### config.mk
export PLATFORM = sky130hd
export DESIGN_NAME = cmp_cluster_top
export DESIGN_NICKNAME = d
export VERILOG_FILES = /design/src/design/rv32i_pkg.sv /design/src/design/ooo_pkg.sv /design/src/design/cmp_ifs.sv /design/src/design/cmp_unit.sv /design/src/design/cmp_dispatch.sv /design/src/design/cmp_rs.sv /design/src/design/cmp_writeback.sv /design/src/design/cmp_cluster_top.sv
export SDC_FILE = /design/constraint.sdc
export NUM_CORES = 2
export LEC_CHECK = 0
export BUFFER_PORTS_ARGS = -buffer_cell sky130_fd_sc_hd__buf_2
export CAP_MARGIN = 25
export CORE_MARGIN = 1.5
export CORE_UTILIZATION = 60
export DETAILED_ROUTE_END_ITERATION = 12
export PLACE_DENSITY_LB_ADDON = 0.3
export SYNTH_ARGS = -nofsm -noshare
export SYNTH_HDL_FRONTEND = slang
export SYNTH_SLANG_ARGS = --single-unit
export TNS_END_PERCENT = 1
### constraint.sdc
create_clock -name clk -period 6.75 [get_ports clk]
set_clock_uncertainty 0.2 [all_clocks]
set_input_delay 0 -clock clk [delete_from_list [all_inputs] [get_ports clk]]
set_output_delay 0 -clock clk [all_outputs]
set_load 0.01 [all_outputs]
### src/design/rv32i_pkg.sv
// RV32I ISA definitions shared by the comparator cluster: data word and compare encodings.
`default_nettype none

package rv32i_pkg;

    // A 32-bit architectural data word.
    typedef logic [31:0] word_t;

    // --------------------------------------------------
    // Compare encodings
    // --------------------------------------------------

    // Branch funct3 field of the B-type instructions.
    typedef enum logic [2:0] {
        BEQ  = 3'b000,
        BNE  = 3'b001,
        BLT  = 3'b100,
        BGE  = 3'b101,
        BLTU = 3'b110,
        BGEU = 3'b111
    } branch_funct3_t;

    // Set-less-than funct3 field.
    // SLTI and SLTIU share these codes and differ only in operand two.
    typedef enum logic [2:0] {
        SLT  = 3'b010,
        SLTU = 3'b011
    } arith_funct3_t;

    // One 3-bit op field, read as a branch code or as an ALU code.
    // The is_br flag that travels with it selects the valid view.
    typedef union packed {
        branch_funct3_t br;
        arith_funct3_t  alu;
    } cmp_op_u;

endpackage

`default_nettype wire

### src/design/ooo_pkg.sv
// Out-of-order machine sizing: ROB tags and comparator reservation station slots.
`default_nettype none

package ooo_pkg;

    // --------------------------------------------------
    // Reorder buffer
    // --------------------------------------------------

    // Number of ROB entries, which is also the number of tag values.
    localparam int ROB_DEPTH = 8;

    // ROB tag. Live producers use tags 1 to 7.
    typedef logic [2:0] tag_t;

    // A source tagged with this value already holds its operand.
    localparam tag_t TAG_NONE = 3'd0;

    // --------------------------------------------------
    // Comparator reservation station
    // --------------------------------------------------

    // Number of station slots, each with its own result lane.
    localparam int NUM_CMP_RS = 3;

    // Slot index. The value 3 is not a slot.
    typedef logic [1:0] slot_idx_t;

    // Free-slot encoder output when every slot is busy.
    localparam slot_idx_t SLOT_NONE = 2'd3;

endpackage

`default_nettype wire

### src/design/cmp_ifs.sv
// Issue and result interfaces that connect the comparator cluster stages.
`timescale 1ns/1ps
`default_nettype none

// --------------------------------------------------
// Dispatch to station
// --------------------------------------------------

interface cmp_issue_if;

    logic                valid;
    logic                is_br;
    rv32i_pkg::cmp_op_u  op;
    rv32i_pkg::word_t    vj;
    rv32i_pkg::word_t    vk;
    ooo_pkg::tag_t       qj;
    ooo_pkg::tag_t       qk;
    ooo_pkg::tag_t       dest;
    logic                br_pred;
    rv32i_pkg::word_t    pc;
    rv32i_pkg::word_t    b_imm;

    // Count of idle station slots, 0 to 3.
    logic [1:0]          free_slots;

    modport dispatch (
        output valid, is_br, op, vj, vk, qj, qk, dest, br_pred, pc, b_imm,
        input  free_slots
    );

    modport station (
        input  valid, is_br, op, vj, vk, qj, qk, dest, br_pred, pc, b_imm,
        output free_slots
    );

endinterface

// --------------------------------------------------
// Station to write-back, one lane per slot
// --------------------------------------------------

interface cmp_result_if;

    logic                valid      [ooo_pkg::NUM_CMP_RS];
    rv32i_pkg::word_t    val        [ooo_pkg::NUM_CMP_RS];
    ooo_pkg::tag_t       tag        [ooo_pkg::NUM_CMP_RS];
    logic                mispredict [ooo_pkg::NUM_CMP_RS];
    rv32i_pkg::word_t    pc         [ooo_pkg::NUM_CMP_RS];

    modport station (output valid, val, tag, mispredict, pc);

    modport wb (input valid, val, tag, mispredict, pc);

endinterface

`default_nettype wire

### src/design/cmp_unit.sv
// Combinational comparator that evaluates one branch or set-less-than for a station slot.
`timescale 1ns/1ps
`default_nettype none

module cmp_unit (
    input  rv32i_pkg::word_t   a,
    input  rv32i_pkg::word_t   b,
    input  logic               is_br,
    input  rv32i_pkg::cmp_op_u op,
    output logic               taken
);

    logic eq;
    logic lt_s;
    logic lt_u;

    assign eq   = (a == b);
    assign lt_s = ($signed(a) < $signed(b));
    assign lt_u = (a < b);

    always_comb begin
        taken = 1'b0;
        if (is_br) begin
            case (op.br)
                rv32i_pkg::BEQ:  taken = eq;
                rv32i_pkg::BNE:  taken = !eq;
                rv32i_pkg::BLT:  taken = lt_s;
                rv32i_pkg::BGE:  taken = !lt_s;
                rv32i_pkg::BLTU: taken = lt_u;
                rv32i_pkg::BGEU: taken = !lt_u;
                default:         taken = 1'b0;
            endcase
        end else begin
            case (op.alu)
                rv32i_pkg::SLT:  taken = lt_s;
                rv32i_pkg::SLTU: taken = lt_u;
                default:         taken = 1'b0;
            endcase
        end
    end

    // Dispatch only ever hands over SLT or SLTU codes in the ALU view.
    always_comb begin
        assert final (is_br || $isunknown({is_br, op})
                      || op.alu inside {rv32i_pkg::SLT, rv32i_pkg::SLTU})
            else $error("cmp_unit: illegal ALU compare code %b", op.alu);
    end

endmodule

`default_nettype wire

### src/design/cmp_dispatch.sv
// Dispatch stage that resolves operands against the ROB and registers one issue.
`timescale 1ns/1ps
`default_nettype none

module cmp_dispatch (
    input  logic                clk,
    input  logic                rst,
    input  logic                flush,
    input  logic                disp_valid,
    input  logic                disp_is_br,
    input  logic                disp_br_pred,
    input  logic                disp_use_imm,
    input  rv32i_pkg::cmp_op_u  disp_op,
    input  ooo_pkg::tag_t       disp_rs1_tag,
    input  ooo_pkg::tag_t       disp_rs2_tag,
    input  ooo_pkg::tag_t       disp_dest,
    input  rv32i_pkg::word_t    disp_rs1_val,
    input  rv32i_pkg::word_t    disp_rs2_val,
    input  rv32i_pkg::word_t    disp_imm,
    input  rv32i_pkg::word_t    disp_pc,
    input  logic                rob_ready [ooo_pkg::ROB_DEPTH],
    input  rv32i_pkg::word_t    rob_vals  [ooo_pkg::ROB_DEPTH],
    output logic                disp_ready,
    cmp_issue_if.dispatch       issue
);

    logic             accept;
    rv32i_pkg::word_t vj_res;
    rv32i_pkg::word_t vk_res;
    ooo_pkg::tag_t    qj_res;
    ooo_pkg::tag_t    qk_res;

    // The instruction held in the issue register still needs a slot.
    assign disp_ready = (issue.free_slots > {1'b0, issue.valid});
    assign accept     = disp_valid && disp_ready;

    // --------------------------------------------------
    // Operand resolution
    // --------------------------------------------------

    always_comb begin
        vj_res = disp_rs1_val;
        qj_res = disp_rs1_tag;
        if (disp_rs1_tag != ooo_pkg::TAG_NONE && rob_ready[disp_rs1_tag]) begin
            vj_res = rob_vals[disp_rs1_tag];
            qj_res = ooo_pkg::TAG_NONE;
        end

        // SLTI and SLTIU compare against the immediate, never a register.
        vk_res = disp_rs2_val;
        qk_res = disp_rs2_tag;
        if (disp_use_imm) begin
            vk_res = disp_imm;
            qk_res = ooo_pkg::TAG_NONE;
        end else if (disp_rs2_tag != ooo_pkg::TAG_NONE && rob_ready[disp_rs2_tag]) begin
            vk_res = rob_vals[disp_rs2_tag];
            qk_res = ooo_pkg::TAG_NONE;
        end
    end

    // --------------------------------------------------
    // Issue register
    // --------------------------------------------------

    always_ff @(posedge clk) begin
        if (rst || flush) begin
            issue.valid <= 1'b0;
        end else begin
            issue.valid <= accept;
        end
    end

    always_ff @(posedge clk) begin
        if (accept) begin
            issue.is_br   <= disp_is_br;
            issue.op      <= disp_op;
            issue.vj      <= vj_res;
            issue.vk      <= vk_res;
            issue.qj      <= qj_res;
            issue.qk      <= qk_res;
            issue.dest    <= disp_dest;
            issue.br_pred <= disp_br_pred;
            issue.pc      <= disp_pc;
            issue.b_imm   <= disp_imm;
        end
    end

    // Tag 0 marks a present operand, so it can never name a result.
    assert property (@(posedge clk) disable iff (rst || flush)
        accept |-> disp_dest != ooo_pkg::TAG_NONE)
        else $error("cmp_dispatch: accepted instruction with zero dest");

endmodule

`default_nettype wire

### src/design/cmp_rs.sv
// Comparator reservation station that waits on ROB tags and evaluates one result per slot.
`timescale 1ns/1ps
`default_nettype none

module cmp_rs (
    input  logic              clk,
    input  logic              rst,
    input  logic              flush,
    cmp_issue_if.station      issue,
    input  logic              rob_ready [ooo_pkg::ROB_DEPTH],
    input  rv32i_pkg::word_t  rob_vals  [ooo_pkg::ROB_DEPTH],
    cmp_result_if.station     res
);

    localparam int N = ooo_pkg::NUM_CMP_RS;

    // Slot state.
    logic               busy    [N];
    logic               is_br   [N];
    rv32i_pkg::cmp_op_u op      [N];
    rv32i_pkg::word_t   vj      [N];
    rv32i_pkg::word_t   vk      [N];
    ooo_pkg::tag_t      qj      [N];
    ooo_pkg::tag_t      qk      [N];
    ooo_pkg::tag_t      dest    [N];
    logic               br_pred [N];
    rv32i_pkg::word_t   pc      [N];
    rv32i_pkg::word_t   b_imm   [N];

    logic               taken   [N];
    logic               fire    [N];
    ooo_pkg::slot_idx_t free_idx;
    logic [1:0]         free_cnt;

    // --------------------------------------------------
    // Free slot search
    // --------------------------------------------------

    always_comb begin
        free_idx = ooo_pkg::SLOT_NONE;
        free_cnt = 2'd0;
        for (int i = N - 1; i >= 0; i--) begin
            if (!busy[i]) begin
                free_idx = ooo_pkg::slot_idx_t'(i);
                free_cnt = free_cnt + 2'd1;
            end
        end
    end

    assign issue.free_slots = free_cnt;

    // --------------------------------------------------
    // Per-slot comparators
    // --------------------------------------------------

    for (genvar g = 0; g < N; g++) begin : g_slot
        // Idle slots are evaluated as branches so stale fields never look like an ALU op.
        cmp_unit u_cmp (
            .a     (vj[g]),
            .b     (vk[g]),
            .is_br (is_br[g] || !busy[g]),
            .op    (op[g]),
            .taken (taken[g])
        );

        assign fire[g] = busy[g] && qj[g] == ooo_pkg::TAG_NONE && qk[g] == ooo_pkg::TAG_NONE;

        // The slot keeps its fields while its result pulses, and a set-less-than never mispredicts.
        assert property (@(posedge clk) disable iff (rst || flush)
            res.valid[g] && !is_br[g] |-> !res.mispredict[g])
            else $error("cmp_rs: slot %0d flagged a mispredict for a set-less-than", g);
    end

    // --------------------------------------------------
    // Busy bits and result pulses
    // --------------------------------------------------

    always_ff @(posedge clk) begin
        if (rst || flush) begin
            for (int i = 0; i < N; i++) begin
                busy[i]      <= 1'b0;
                res.valid[i] <= 1'b0;
            end
        end else begin
            for (int i = 0; i < N; i++) begin
                res.valid[i] <= fire[i];
                if (fire[i]) begin
                    busy[i] <= 1'b0;
                end else if (issue.valid && free_idx == ooo_pkg::slot_idx_t'(i)) begin
                    busy[i] <= 1'b1;
                end
            end
        end
    end

    always_ff @(posedge clk) begin
        for (int i = 0; i < N; i++) begin
            if (fire[i]) begin
                if (!is_br[i]) begin
                    res.val[i] <= {31'd0, taken[i]};
                end else if (taken[i]) begin
                    res.val[i] <= pc[i] + b_imm[i];
                end else begin
                    res.val[i] <= pc[i] + 32'd4;
                end
                res.tag[i]        <= dest[i];
                res.mispredict[i] <= is_br[i] && (br_pred[i] != taken[i]);
                res.pc[i]         <= pc[i];
            end
        end
    end

    // --------------------------------------------------
    // Slot fill and operand wake-up
    // --------------------------------------------------

    always_ff @(posedge clk) begin
        for (int i = 0; i < N; i++) begin
            if (issue.valid && free_idx == ooo_pkg::slot_idx_t'(i)) begin
                is_br[i]   <= issue.is_br;
                op[i]      <= issue.op;
                vj[i]      <= issue.vj;
                vk[i]      <= issue.vk;
                qj[i]      <= issue.qj;
                qk[i]      <= issue.qk;
                dest[i]    <= issue.dest;
                br_pred[i] <= issue.br_pred;
                pc[i]      <= issue.pc;
                b_imm[i]   <= issue.b_imm;
            end else begin
                if (qj[i] != ooo_pkg::TAG_NONE && rob_ready[qj[i]]) begin
                    vj[i] <= rob_vals[qj[i]];
                    qj[i] <= ooo_pkg::TAG_NONE;
                end
                if (qk[i] != ooo_pkg::TAG_NONE && rob_ready[qk[i]]) begin
                    vk[i] <= rob_vals[qk[i]];
                    qk[i] <= ooo_pkg::TAG_NONE;
                end
            end
        end
    end

    // Dispatch counts its own pending issue against the free slots.
    assert property (@(posedge clk) disable iff (rst || flush)
        issue.valid |-> issue.free_slots != 2'd0)
        else $error("cmp_rs: push with no free slot");

endmodule

`default_nettype wire

### src/design/cmp_writeback.sv
// Write-back stage that registers the result lanes and reports the oldest mispredict.
`timescale 1ns/1ps
`default_nettype none

module cmp_writeback (
    input  logic              clk,
    input  logic              rst,
    input  logic              flush,
    cmp_result_if.wb          res,
    input  ooo_pkg::tag_t     rob_head,
    output logic              res_valid      [ooo_pkg::NUM_CMP_RS],
    output logic              res_mispredict [ooo_pkg::NUM_CMP_RS],
    output rv32i_pkg::word_t  res_val        [ooo_pkg::NUM_CMP_RS],
    output ooo_pkg::tag_t     res_tag        [ooo_pkg::NUM_CMP_RS],
    output logic              redirect_valid,
    output rv32i_pkg::word_t  redirect_pc
);

    localparam int N = ooo_pkg::NUM_CMP_RS;

    ooo_pkg::tag_t      age [N];
    ooo_pkg::tag_t      best_age;
    ooo_pkg::slot_idx_t best_slot;
    logic               found;

    // Distance from the ROB head, wrapping at the tag width.
    for (genvar g = 0; g < N; g++) begin : g_age
        assign age[g] = res.tag[g] - rob_head;
    end

    // --------------------------------------------------
    // Oldest mispredict among this cycle's lanes
    // --------------------------------------------------

    always_comb begin
        found     = 1'b0;
        best_age  = '0;
        best_slot = '0;
        for (int i = 0; i < N; i++) begin
            if (res.valid[i] && res.mispredict[i] && (!found || age[i] < best_age)) begin
                found     = 1'b1;
                best_age  = age[i];
                best_slot = ooo_pkg::slot_idx_t'(i);
            end
        end
    end

    always_ff @(posedge clk) begin
        if (rst || flush) begin
            redirect_valid <= 1'b0;
            for (int i = 0; i < N; i++) begin
                res_valid[i] <= 1'b0;
            end
        end else begin
            redirect_valid <= found;
            for (int i = 0; i < N; i++) begin
                res_valid[i] <= res.valid[i];
            end
        end
    end

    always_ff @(posedge clk) begin
        if (found) begin
            redirect_pc <= res.val[best_slot];
        end
        for (int i = 0; i < N; i++) begin
            res_val[i]        <= res.val[i];
            res_tag[i]        <= res.tag[i];
            res_mispredict[i] <= res.mispredict[i] && res.valid[i];
        end
    end

endmodule

`default_nettype wire

### src/design/cmp_cluster_top.sv
// Comparator cluster top that joins dispatch, reservation station and write-back.
`timescale 1ns/1ps
`default_nettype none

module cmp_cluster_top (
    input  logic                clk,
    input  logic                rst,
    input  logic                flush,
    input  logic                disp_valid,
    input  logic                disp_is_br,
    input  logic                disp_br_pred,
    input  logic                disp_use_imm,
    input  rv32i_pkg::cmp_op_u  disp_op,
    input  ooo_pkg::tag_t       disp_rs1_tag,
    input  ooo_pkg::tag_t       disp_rs2_tag,
    input  ooo_pkg::tag_t       disp_dest,
    input  rv32i_pkg::word_t    disp_rs1_val,
    input  rv32i_pkg::word_t    disp_rs2_val,
    input  rv32i_pkg::word_t    disp_imm,
    input  rv32i_pkg::word_t    disp_pc,
    output logic                disp_ready,
    input  logic                rob_ready [ooo_pkg::ROB_DEPTH],
    input  rv32i_pkg::word_t    rob_vals  [ooo_pkg::ROB_DEPTH],
    input  ooo_pkg::tag_t       rob_head,
    output logic                res_valid      [ooo_pkg::NUM_CMP_RS],
    output logic                res_mispredict [ooo_pkg::NUM_CMP_RS],
    output rv32i_pkg::word_t    res_val        [ooo_pkg::NUM_CMP_RS],
    output ooo_pkg::tag_t       res_tag        [ooo_pkg::NUM_CMP_RS],
    output logic                redirect_valid,
    output rv32i_pkg::word_t    redirect_pc
);

    cmp_issue_if  issue ();
    cmp_result_if result ();

    cmp_dispatch u_dispatch (
        .clk          (clk),
        .rst          (rst),
        .flush        (flush),
        .disp_valid   (disp_valid),
        .disp_is_br   (disp_is_br),
        .disp_br_pred (disp_br_pred),
        .disp_use_imm (disp_use_imm),
        .disp_op      (disp_op),
        .disp_rs1_tag (disp_rs1_tag),
        .disp_rs2_tag (disp_rs2_tag),
        .disp_dest    (disp_dest),
        .disp_rs1_val (disp_rs1_val),
        .disp_rs2_val (disp_rs2_val),
        .disp_imm     (disp_imm),
        .disp_pc      (disp_pc),
        .rob_ready    (rob_ready),
        .rob_vals     (rob_vals),
        .disp_ready   (disp_ready),
        .issue        (issue.dispatch)
    );

    cmp_rs u_rs (
        .clk       (clk),
        .rst       (rst),
        .flush     (flush),
        .issue     (issue.station),
        .rob_ready (rob_ready),
        .rob_vals  (rob_vals),
        .res       (result.station)
    );

    cmp_writeback u_wb (
        .clk            (clk),
        .rst            (rst),
        .flush          (flush),
        .res            (result.wb),
        .rob_head       (rob_head),
        .res_valid      (res_valid),
        .res_mispredict (res_mispredict),
        .res_val        (res_val),
        .res_tag        (res_tag),
        .redirect_valid (redirect_valid),
        .redirect_pc    (redirect_pc)
    );

endmodule

`default_nettype wire

==> impl_results.rst <==
.. list-table::
   :header-rows: 1

   * - Metric
     - Value
   * - Status
     - finished, final reports clean
   * - Post-route design area
     - slightly below 70000 um2
   * - First-pass iteration count of the detailed router
     - 7
   * - Worst path cell trace
     - dlygate4sd3_1, buf_4, mux4_2, a21oi_4, buf_4, nor2_1, a21oi_1, dlygate4sd3_1, o21ai_0, dlygate4sd3_1
   * - Capturing element of the worst setup path
     - u_dispatch.issue.vk[23]$_DFFE_PP_
   * - Max Root-Sink Buffers
     - 3
   * - Starting density of the core
     - about three fifths
   * - Type of the setup path with the least slack
     - input port to register
   * - Total cell area at the placement stage
     - 57000 um2
   * - Post-synthesis area per instance
     - about 13 um2
   * - Clock transition at the register clock pins on the worst setup and hold paths after CTS
     - 60 ps
   * - GR Util All Layers
     - 43.0%
   * - Post-synthesis sequential area ratio
     - between 40% and 50%
   * - Number of antenna violations at the first check in global routing
     - 30
   * - Worst Hold Margin
     - a little over 6 ps
   * - Non-filler instance count after layout
     - 6595
   * - Top cell by count, worst path
     - sky130_fd_sc_hd__dlygate4sd3_1
   * - Count of H-tree levels built during CTS
     - 3
   * - CTS sink cnt
     - between 800 and 900
   * - Type of the most critical hold path
     - input port to register
   * - Post-CTS setup repair buffer count
     - 0
   * - Weighted congestion reported at the end of routability-driven placement
     - 0.958
   * - Final Hold Vio Count
     - 0
   * - Growth of design area from synthesis to finish
     - 26.4%
   * - Net count after synthesis
     - slightly below 5000
   * - Cells after Synth
     - between 4000 and 5000
   * - Routed via count divided by cell count
     - a little over 7
   * - Drt drc
     - 0
   * - Post-DP HPWL
     - about 120000 um
   * - Final cycle utilization of the critical path
     - between 60% and 70%
   * - Path length in cells of the critical path
     - 10
   * - Remaining max-slew budget at the tightest pin
     - 17.2%
   * - Port buffer count
     - 558
   * - Ratio of cells with drive above 1 in the final layout
     - 24.9%
   * - CP top delay family
     - buffers and inverters
   * - Clock tree from TritonCTS
     - done
   * - Die Ht
     - 301 um
   * - R2r endpoint
     - u_rs.vj[0][4]$_DFFE_PP_
   * - Clock latency reported for the late side of the worst-skew pair
     - 670 ps
   * - Min cycle time layout
     - between 4000 and 5000 ps
   * - Number of synthesized flops with an enable pin
     - just over 700
   * - Register-to-register path setup slack
     - around 2200 ps
   * - Final #Nets
     - around 6000
   * - Distinct cell type count of the synthesized netlist
     - a little under 80
   * - Final wirelength
     - 198000 um
   * - Area of the core
     - between 80000 and 90000 um2
   * - Placed cells
     - 5700
   * - Via count of the first global-routing pass
     - about 47000
   * - CTS-repair resized insts
     - 0
   * - Library cell contributing the largest single delay on the critical path
     - sky130_fd_sc_hd__buf_4
   * - Reg2Reg Launch Point
     - u_rs.qj[0][2]$_SDFFCE_PP0P_
   * - Most used flip-flop cell after synthesis
     - sky130_fd_sc_hd__edfxtp_1
   * - Global-route wire length before repair
     - ~290000 um
   * - Number of cell rows
     - between 100 and 150
   * - Max-slew violation count
     - 0
   * - IR Drop Worst-Case VDD
     - between 500 and 600 uV
   * - Number of buffers created by CTS
     - 85
   * - WL per Instance
     - ~30 um
   * - Maximum number of pins on one net before global-route repair
     - a little under 100
   * - Count of state elements after synthesis
     - ~830
   * - Leak Pwr
     - between 20 and 30 nW
   * - Max Fclk
     - approximately 210 MHz
   * - Detailed-route via count
     - roughly 47000
   * - Yosys Warn Count
     - 0
   * - Req. time, crit path
     - roughly 7000 ps
   * - Critical path endpoint category
     - register
   * - Overall overflow remaining after global route
     - 0
   * - Die Width
     - around 300 um
   * - Cell area power density
     - roughly 340 nW/um2
   * - CTS Root Cell
     - sky130_fd_sc_hd__clkbuf_16
   * - Area enclosed by the die boundary
     - about 90000 um2
   * - Final antenna-violating net count
     - 0
   * - Count of buffer and inverter cells on the critical path
     - 5
   * - Share of synthesized registers carrying an async set or reset
     - 0%
   * - Critical Path Fanout Max
     - between 40 and 50
   * - Worst Hold Path Cells
     - 2
   * - Number of cells on the worst reg-to-reg path
     - 7
   * - Initial detailed-routing violation count
     - around 6900
   * - I/O pins
     - around 560
   * - Arr. time, crit path
     - roughly 4900 ps
   * - Tightest Pin Transition
     - 1240 ps
   * - Number of max-cap violations
     - 0
   * - Endpoints failing setup
     - 0
   * - Unrepaired setup endpoints after global routing
     - no
   * - Final setup TNS
     - 0 ps
   * - Cell area after synthesis
     - ~53000 um2
   * - Element type at the critical path start
     - input port
   * - Origin of the worst setup path
     - disp_rs2_tag[0]
   * - Delay of the slowest cell on the worst path
     - a little under 700 ps
[how the worst min path moves through the flow]
| stage | startpoint | to | slack [ps] |
|---|---|---|---|
| after floorplan | disp_imm[0] | u_dispatch.issue.b_imm[0]$_DFFE_PP_ | -100 |
| after global placement | disp_pc[3] | u_dispatch.issue.pc[3]$_DFFE_PP_ | -20 |
| after detailed placement | disp_pc[1] | u_dispatch.issue.pc[1]$_DFFE_PP_ | -20 |
| after CTS | rob_vals[26] | u_rs.vk[2][26]$_DFFE_PP_ | 1 |
| after global routing | disp_imm[31] | u_dispatch.issue.b_imm[31]$_DFFE_PP_ | 20 |
| final | disp_imm[4] | u_dispatch.issue.b_imm[4]$_DFFE_PP_ | 6 |
[cell families (layout without fill, tap and decap cells)]
family	after synthesis	in the layout	share of synthesized area [%]
other	0	26	0
DFF	827	827	44.4
adders and majority gates	209	209	5.00
buffers and inverters	418	1639	3.00
and+or+nand+nor	941	941	8.06
AOI/OAI and AO/OA	767	767	8.51
muxes	846	846	28.2
xor gates and xnor gates	175	175	2.88
[repair_timing]
| action | in CTS | in global routing |
|---|---|---|
| setup endpoints to repair | 0 | 0 |
| hold buffers | 698 | 1 |
| endpoints found under the hold margin | 362 | 1 |
[per-stage QoR]
stage	total power, mW	utilization (%)	worst slack (ps)
6_report	23.1	76.3	2090
3_5_place_dp	15.6	64.7	2360
4_1_cts	22.0	76.0	2330
5_1_grt	23.6	76.3	1990
2_1_floorplan	12.9	-	1200
3_3_place_gp	15.4	64.7	2350
[layer usage]
layer / GRT usage [%] / routed length, um
met1: 51.7 / 63800
met2: 65.8 / 87600
met3: 13.6 / 28200
met4: 30.7 / 17800
met5: 0.265 / 141
[state kept, by name, summed over array words and instances (netlist names), 9 cells and up]
signal and flops:
u_rs.qk 9, u_rs.qj 9, u_rs.b_imm 96, u_wb.res_val 96
u_wb.res_tag 9, u_dispatch.issue.pc 32, u_rs.res.tag 9, u_dispatch.issue.vk 32
u_dispatch.issue.vj 32, u_rs.res.val 96, u_rs.op 9, u_rs.vj 96
u_rs.pc 96, u_rs.vk 96, u_rs.dest 9, u_wb.redirect_pc 32
u_dispatch.issue.b_imm 32
[cell usage after synthesis, types with 30 or more instances]
cell type | n | share of area (%)
sky130_fd_sc_hd__edfxtp_1 | 704 | 40
sky130_fd_sc_hd__mux4_2 | 520 | 22
sky130_fd_sc_hd__nor2_1 | 358 | 2.5
sky130_fd_sc_hd__a21oi_1 | 338 | 3.2
sky130_fd_sc_hd__mux2i_1 | 318 | 6.0
sky130_fd_sc_hd__nand2_1 | 277 | 2.0
sky130_fd_sc_hd__ha_1 | 203 | 4.8
sky130_fd_sc_hd__o21ai_0 | 193 | 1.8
sky130_fd_sc_hd__clkbuf_1 | 170 | 1.2
sky130_fd_sc_hd__inv_1 | 150 | 1.1
sky130_fd_sc_hd__dfxtp_1 | 123 | 4.6
sky130_fd_sc_hd__xnor2_1 | 110 | 1.8
sky130_fd_sc_hd__buf_1 | 86 | 0.61
sky130_fd_sc_hd__a21o_1 | 65 | 0.92
sky130_fd_sc_hd__xor2_1 | 65 | 1.1
sky130_fd_sc_hd__nand3_1 | 61 | 0.57
sky130_fd_sc_hd__a211oi_1 | 55 | 0.78
sky130_fd_sc_hd__nand4_1 | 49 | 0.58
sky130_fd_sc_hd__nor2b_1 | 32 | 0.38
sky130_fd_sc_hd__nor3_1 | 30 | 0.28
[layout make-up]
class,instances,area (um2)
Timing Repair Buffer,1329,10500
Antenna cell,26,65.1
Inverter,150,567
Sequential cell,827,23600
Clock inverter,53,609
Tap cell,1165,1460
Fill cell,5077,20900
Multi-Input combinational cell,2938,28100
Clock buffer,107,2350
[report_power, final]
part	total [mW]	switching (mW)	internal [mW]	leakage, nW
combinational	10.9	5.99	4.92	16.4
clock	5.01	2.13	2.88	1.45
sequential	7.15	0.471	6.68	7.60
[cells in the final DEF, fill, tap and decap left out, types with 32 or more instances in the layout]
cell type                         n
sky130_fd_sc_hd__a21oi_1        336
sky130_fd_sc_hd__mux2i_1        318
sky130_fd_sc_hd__nand3_1         61
sky130_fd_sc_hd__a211oi_1        55
sky130_fd_sc_hd__xnor2_1        110
sky130_fd_sc_hd__nand2_1        277
sky130_fd_sc_hd__nand4_1         49
sky130_fd_sc_hd__ha_1           203
sky130_fd_sc_hd__a21o_1          65
sky130_fd_sc_hd__dfxtp_1        117
sky130_fd_sc_hd__buf_4           62
sky130_fd_sc_hd__nor2_1         354
sky130_fd_sc_hd__o21ai_0        193
sky130_fd_sc_hd__dlygate4sd3_1  699
sky130_fd_sc_hd__nor2b_1         32
sky130_fd_sc_hd__xor2_1          65
sky130_fd_sc_hd__inv_1          147
sky130_fd_sc_hd__buf_2          556
sky130_fd_sc_hd__edfxtp_1       704
sky130_fd_sc_hd__mux4_2         520
sky130_fd_sc_hd__clkbuf_16       88
No activity file was read; power rests on OpenSTA's default activity.
